<file path="src/rtl/mipsCore_macros.svh">
// Memory depths and register count for the MIPS core; include wherever sizes are needed
`ifndef MIPSCORE_MACROS_SVH
`define MIPSCORE_MACROS_SVH

// instruction memory word address, 256 words
`define IMEM_ADDR_BITS 8

// data memory word address, 256 words
`define DMEM_ADDR_BITS 8

// architectural registers
`define REG_COUNT 32

`endif

</file>
<file path="src/rtl/mipsPkg.sv">
// Shared types for the pipelined MIPS core; stages and testbench refer to them by scoped name
`default_nettype none

`include "mipsCore_macros.svh"

package mipsPkg;

	// primary opcode field, standard MIPS encodings
	typedef enum logic [5:0] {
		RTYPE = 6'h00,
		BEQ   = 6'h04,
		BNE   = 6'h05,
		ADDI  = 6'h08,
		LW    = 6'h23,
		SW    = 6'h2b
	} opcodeT;

	// low nibble of the R-type funct code doubles as ALU command
	typedef enum logic [3:0] {
		ADD = 4'h0,
		SUB = 4'h2,
		AND = 4'h4,
		OR  = 4'h5,
		SLT = 4'hA
	} aluCmdT;

	// one instruction word, seen as R-type or I-type
	typedef union packed {
		struct packed {
			opcodeT      opcode;
			logic [4:0]  rs;
			logic [4:0]  rt;
			logic [4:0]  rd;
			logic [4:0]  shamt;
			logic [5:0]  funct;
		} rFields;
		struct packed {
			opcodeT      opcode;
			logic [4:0]  rs;
			logic [4:0]  rt;
			logic [15:0] imm;
		} iFields;
	} instrU;

	typedef struct packed {
		instrU       instr;
		logic [31:0] pcPlus4;
		logic        valid;
	} fetchOutT;

	typedef struct packed {
		logic                           valid;
		logic                           wbEn;
		logic                           memRead;
		logic                           memWrite;
		logic                           brEq;
		logic                           brNe;
		aluCmdT                         aluCmd;
		logic                           useImm;
		logic [31:0]                    rsVal;
		logic [31:0]                    rtVal;
		logic [31:0]                    imm;
		logic [$clog2(`REG_COUNT)-1:0]  dest;
		logic [31:0]                    pcPlus4;
	} decodeOutT;

	typedef struct packed {
		logic                           valid;
		logic                           wbEn;
		logic                           memRead;
		logic                           memWrite;
		logic [31:0]                    aluResult;
		logic [31:0]                    storeData;
		logic [$clog2(`REG_COUNT)-1:0]  dest;
	} execOutT;

	typedef struct packed {
		logic        taken;
		logic [31:0] target;
	} branchT;

	typedef struct packed {
		logic [$clog2(`REG_COUNT)-1:0] dest;
		logic [31:0]                   data;
	} wbT;

endpackage

`default_nettype wire

</file>
<file path="src/rtl/executeStage.sv">
// Execute stage: ALU, branch resolution and the execute/memory register
`default_nettype none
`timescale 1ns/1ns

module executeStage (
	input  logic                clk,
	input  logic                rstN,
	input  mipsPkg::decodeOutT  decodeOut,
	output mipsPkg::branchT     branch,
	output mipsPkg::execOutT    execOut
);

	logic [31:0] opB;
	logic [31:0] aluOut;
	logic        opsEqual;
	logic        validQ;
	logic        wbEnQ;
	logic        memReadQ;
	logic        memWriteQ;
	logic [31:0] aluResultQ;
	logic [31:0] storeDataQ;
	logic [4:0]  destQ;

	assign opB = decodeOut.useImm ? decodeOut.imm : decodeOut.rtVal;

	always_comb begin
		case (decodeOut.aluCmd)
			mipsPkg::ADD: aluOut = decodeOut.rsVal + opB;
			mipsPkg::SUB: aluOut = decodeOut.rsVal - opB;
			mipsPkg::AND: aluOut = decodeOut.rsVal & opB;
			mipsPkg::OR:  aluOut = decodeOut.rsVal | opB;
			// signed compare
			mipsPkg::SLT: aluOut = {31'd0, $signed(decodeOut.rsVal) < $signed(opB)};
			default:      aluOut = '0;
		endcase
	end

	assign opsEqual = decodeOut.rsVal == decodeOut.rtVal;

	assign branch.taken = decodeOut.valid
		&& ((decodeOut.brEq && opsEqual) || (decodeOut.brNe && !opsEqual));
	assign branch.target = decodeOut.pcPlus4 + {decodeOut.imm[29:0], 2'b00};

	always_ff @(posedge clk or negedge rstN) begin
		if (!rstN)
			validQ <= 1'b0;
		else
			validQ <= decodeOut.valid;
	end

	always_ff @(posedge clk) begin
		wbEnQ      <= decodeOut.wbEn;
		memReadQ   <= decodeOut.memRead;
		memWriteQ  <= decodeOut.memWrite;
		aluResultQ <= aluOut;
		storeDataQ <= decodeOut.rtVal;
		destQ      <= decodeOut.dest;
	end

	assign execOut = '{
		valid:     validQ,
		wbEn:      wbEnQ,
		memRead:   memReadQ,
		memWrite:  memWriteQ,
		aluResult: aluResultQ,
		storeData: storeDataQ,
		dest:      destQ
	};

	// a taken branch comes from a real branch and squashes its successor in decode
	takenFromBranchA: assert property (
		@(posedge clk) disable iff (!rstN)
		branch.taken |-> (!decodeOut.wbEn && !decodeOut.memRead && !decodeOut.memWrite)
			##1 !decodeOut.valid
	) else $error("branch taken from a non-branch instruction, or successor not flushed");

endmodule

`default_nettype wire

</file>
<file path="config.mk">
export PLATFORM = sky130hd
export DESIGN_NAME = executeStage
export DESIGN_NICKNAME = d
export VERILOG_FILES = /design/src/rtl/mipsPkg.sv /design/src/rtl/executeStage.sv
export VERILOG_INCLUDE_DIRS = /design/src /design/src/rtl
export SDC_FILE = /design/constraint.sdc
export NUM_CORES = 1
export LEC_CHECK = 0
export BUFFER_PORTS_ARGS = -buffer_cell sky130_fd_sc_hd__buf_2
export CORE_MARGIN = 3
export CORE_UTILIZATION = 52
export DETAILED_ROUTE_END_ITERATION = 12
export GPL_TIMING_DRIVEN = 0
export PLACE_DENSITY = 0.81
export SYNTH_ARGS = -nofsm -noshare
export SYNTH_HDL_FRONTEND = slang
export SYNTH_SLANG_ARGS = --single-unit
</file>
<file path="constraint.sdc">
create_clock -name clk -period 5.3 [get_ports clk]
set_input_delay 0.265 -clock clk [delete_from_list [all_inputs] [get_ports clk]]
set_output_delay 0.265 -clock clk [all_outputs]
set_load 0.01 [all_outputs]
</file>
==> metrics.yaml <==
setup_path:
  cp-start-kind: "input port"
  cp_slowest_cell: "buf_1"
  worstPathCellList: "clkbuf_1 > buf_1 > mux2i_1 > ha_1 > nor2b_1 > o311ai_0 > a2111oi_0 > nor3_1 > o31ai_1 > a21oi_1 > a311oi_1 > xnor2_1 > o221ai_1"
  cp-end-kind: "flip-flop"
  cp_data_arrival_time_ns: 4.87
  critPathBufInv: 2
  max_stage_delay_ns: 0.85
  critPathKind: "input port to flip-flop"
  critPathTopFamily: "compound AO/OA/AOI/OAI gates"
  cp_max_fo: 10
  required_ns: 5.49
sta:
  period_minus_slack_ns: 4.68
  maxSlewHeadroom: 0.272
  tns_ns: 0
  hold_violations: 0
  clock.fmax_ghz: 0.214
  rsz0062_at_grt: "no"
  tightest_slew_ns: 1.09
  finalSetupViolCount: 0
  fin_crit_sh: 0.884
  slew_viol_final: 0
cts:
  clock-sinks: 73
  cts_tree: "built"
  clk_pin_slew_ns: 0.07
  htreeDepth: 3
  clk_path_buf_depth: 2
  post_cts_resized: 0
  root_buffer: "clkbuf_16"
  numCtsBuffers: 9
min_path:
  hp-class: "input port to flip-flop"
power_and_ir_drop:
  cellPowerDensity_nw_per_um2: 231
  pwr-share-clk: 0.291
  p_sw_frac: 0.388
  intPower_uw: 1440
  ir_worst_vdd_mv: 0.156
  total_leakage_power_uw: 0.00511
  pwr-share-comb: 0.456
  power_switching_uw: 915
  seqPwrFrac: 0.252
routing:
  vias: 8991
  ant_nets: 0
  drc_errors: 0
  drt-initial-drc-count: 814
  wire_per_inst_um: 19.9
  routed_wl_um: 30000
  avgViaCountPerCell: 5.95
  dr.pass1.iters: 6
floorplan:
  fp.dieArea_um2: 17600
  coreArea_um2: 15400
  fp.dieW_um: 133
  die_y_um: 133
  io_pins: 252
  rows: 45
  start_util: 0.540
global_routing:
  top_usage_layer: "met2"
  grt.total_usage: 0.329
  use_met3: 0.0589
  grt_max_degree: 14
  grt_pass1_wl_um: 46200
  antenna_found_initial: 2
  grt_pass1_vias: 8668
  grtUsageMet1: 0.424
  grt-ovfl-total: 0
  use_met2: 0.539
synthesis:
  syn_area_um2: 8330
  ys.flop_type: "dfxtp_1"
  synth_edf_count: 0
  synth_cell_type_count: 71
  syn_area_per_cell_um2: 8.07
  yosysWarnings: 0
  synth_fp_nets: 1329
  ys_ff_latch: 73
  syn-instance-count: 1033
  async_reset_ff_frac: 0.0137
  ys_seq_area_frac: 0.176
place:
  gp_congestion: 1.00
  hpwlAfterDp_um: 24700
  portBuffers: 248
  postPlaceCellArea_um2: 9840
layout:
  nFillCells: 1417
  multi_input_area_um2: 6300
  design_area_um2: 10200
  area_delta_synth_final_pct: 22.2
  regArea_um2: 1470
  drive_gt1_frac: 0.220
  num-nets-final: 1589
job:
  cap_violations: 0
run_status:
  run_status: "finished clean"
[what timing repair did]
item / 4_1_cts / 5_1_grt
buffers inserted: 0 / 0
hold buffers: 1 / 0
hold endpoints to repair: 1 / 0
[placed cells by master (no fill, tap or decap), types with 27 or more instances in the layout]
master / Yosys / routed
xnor2_1: 79 / 79
ha_1: 147 / 147
dfxtp_1: 72 / 72
clkbuf_1: 30 / 30
inv_1: 97 / 97
o21ai_0: 47 / 47
buf_2: 0 / 248
mux2i_1: 38 / 38
a21o_1: 27 / 27
nor2_1: 61 / 61
o221ai_1: 31 / 31
a21oi_1: 86 / 86
nand2_1: 62 / 62
[routing by layer]
metal | part of all wire | wire, um
met5 | 0.00043 | 13
met4 | 0.037 | 1100
met3 | 0.097 | 2930
met2 | 0.46 | 13800
met1 | 0.41 | 12200
[final cells by class]
type / instances / area share
well taps: 211 / 0.0259
multi-input cells: 818 / 0.619
repair buffers: 249 / 0.123
clock buffers: 10 / 0.0235
clock inverters: 6 / 0.00885
diodes: 1 / 0.000246
inverters: 98 / 0.0361
plain buffers: 44 / 0.0192
flip-flops and latches: 73 / 0.144
[final timing paths]
check	cells after the start	end	from
min in group asynchronous	2	validQ	rstN
max	13	aluResultQ[28]	decodeOut[133]
max in group asynchronous	2	validQ	rstN
min	1	destQ[3]	decodeOut[35]
[kinds of logic after synthesis]
logic type	count (synthesis)	share of synthesized area
XOR/XNOR	89	0.0935
flip-flops	73	0.176
multiplexers	39	0.0470
buffers and inverters	142	0.0676
AND/OR/NAND/NOR	246	0.146
AO/OA/AOI/OAI	294	0.242
adder cells (fa/ha/maj)	150	0.228
[synthesized netlist by cell type, types with 4 or more instances]
library cell | n | area [um^2]
o31ai_1 | 12 | 90.1
nor2b_1 | 15 | 93.8
o21ai_0 | 47 | 235
mux2i_1 | 38 | 380
or3_1 | 4 | 25.0
o31a_1 | 4 | 35.0
xnor2_1 | 79 | 692
or2_2 | 4 | 25.0
a311oi_1 | 6 | 52.6
a211oi_1 | 10 | 75.1
o21bai_1 | 10 | 75.1
a21o_1 | 27 | 203
buf_4 | 6 | 45.0
nand2_1 | 62 | 233
a21oi_1 | 86 | 430
nand4_1 | 12 | 75.1
a31oi_1 | 12 | 75.1
nor3_1 | 16 | 80.1
nand2b_1 | 18 | 113
a221o_1 | 4 | 40.0
nor2_1 | 61 | 229
nor4_1 | 8 | 50.1
ha_1 | 147 | 1840
o211ai_1 | 4 | 30.0
and3_1 | 5 | 31.3
xor2_1 | 10 | 87.6
nand3_1 | 19 | 95.1
clkbuf_1 | 30 | 113
buf_1 | 7 | 26.3
o221ai_1 | 31 | 272
inv_1 | 97 | 364
dfxtp_1 | 72 | 1440
and2_1 | 9 | 56.3
a2111oi_0 | 4 | 35.0
[power groups by stage]
stage / sequential [uW] / combinational, uW / clock, uW
2_1_floorplan: 627 / 667 / 0
5_1_grt: 597 / 1170 / 712
6_report: 595 / 1080 / 686
3_3_place_gp: 605 / 1030 / 0
3_5_place_dp: 606 / 1040 / 0
4_1_cts: 595 / 1050 / 694
[per-stage QoR]
| stage | hold slack, ns | util | instances | total power [uW] | setup slack [ns] |
|---|---|---|---|---|---|
| floorplan | -0.0306 | - | 1033 | 1290 | 1.45 |
| global placement | 0.0409 | 0.638 | 1492 | 1640 | 0.390 |
| detailed placement | 0.0413 | 0.638 | 1492 | 1650 | 0.392 |
| CTS | 0.00314 | 0.660 | 1509 | 2340 | 0.751 |
| global route | 0.00186 | 0.660 | 1510 | 2480 | 0.400 |
| finish | 0.0102 | 0.660 | 1510 | 2360 | 0.617 |
[flip-flops by register name, summed over array words and instances, names as in the netlist]
name        count
aluResultQ     32
storeDataQ     32
destQ           5
memReadQ        1
memWriteQ       1
validQ          1
wbEnQ           1
(Power assumes the default switching activity.)
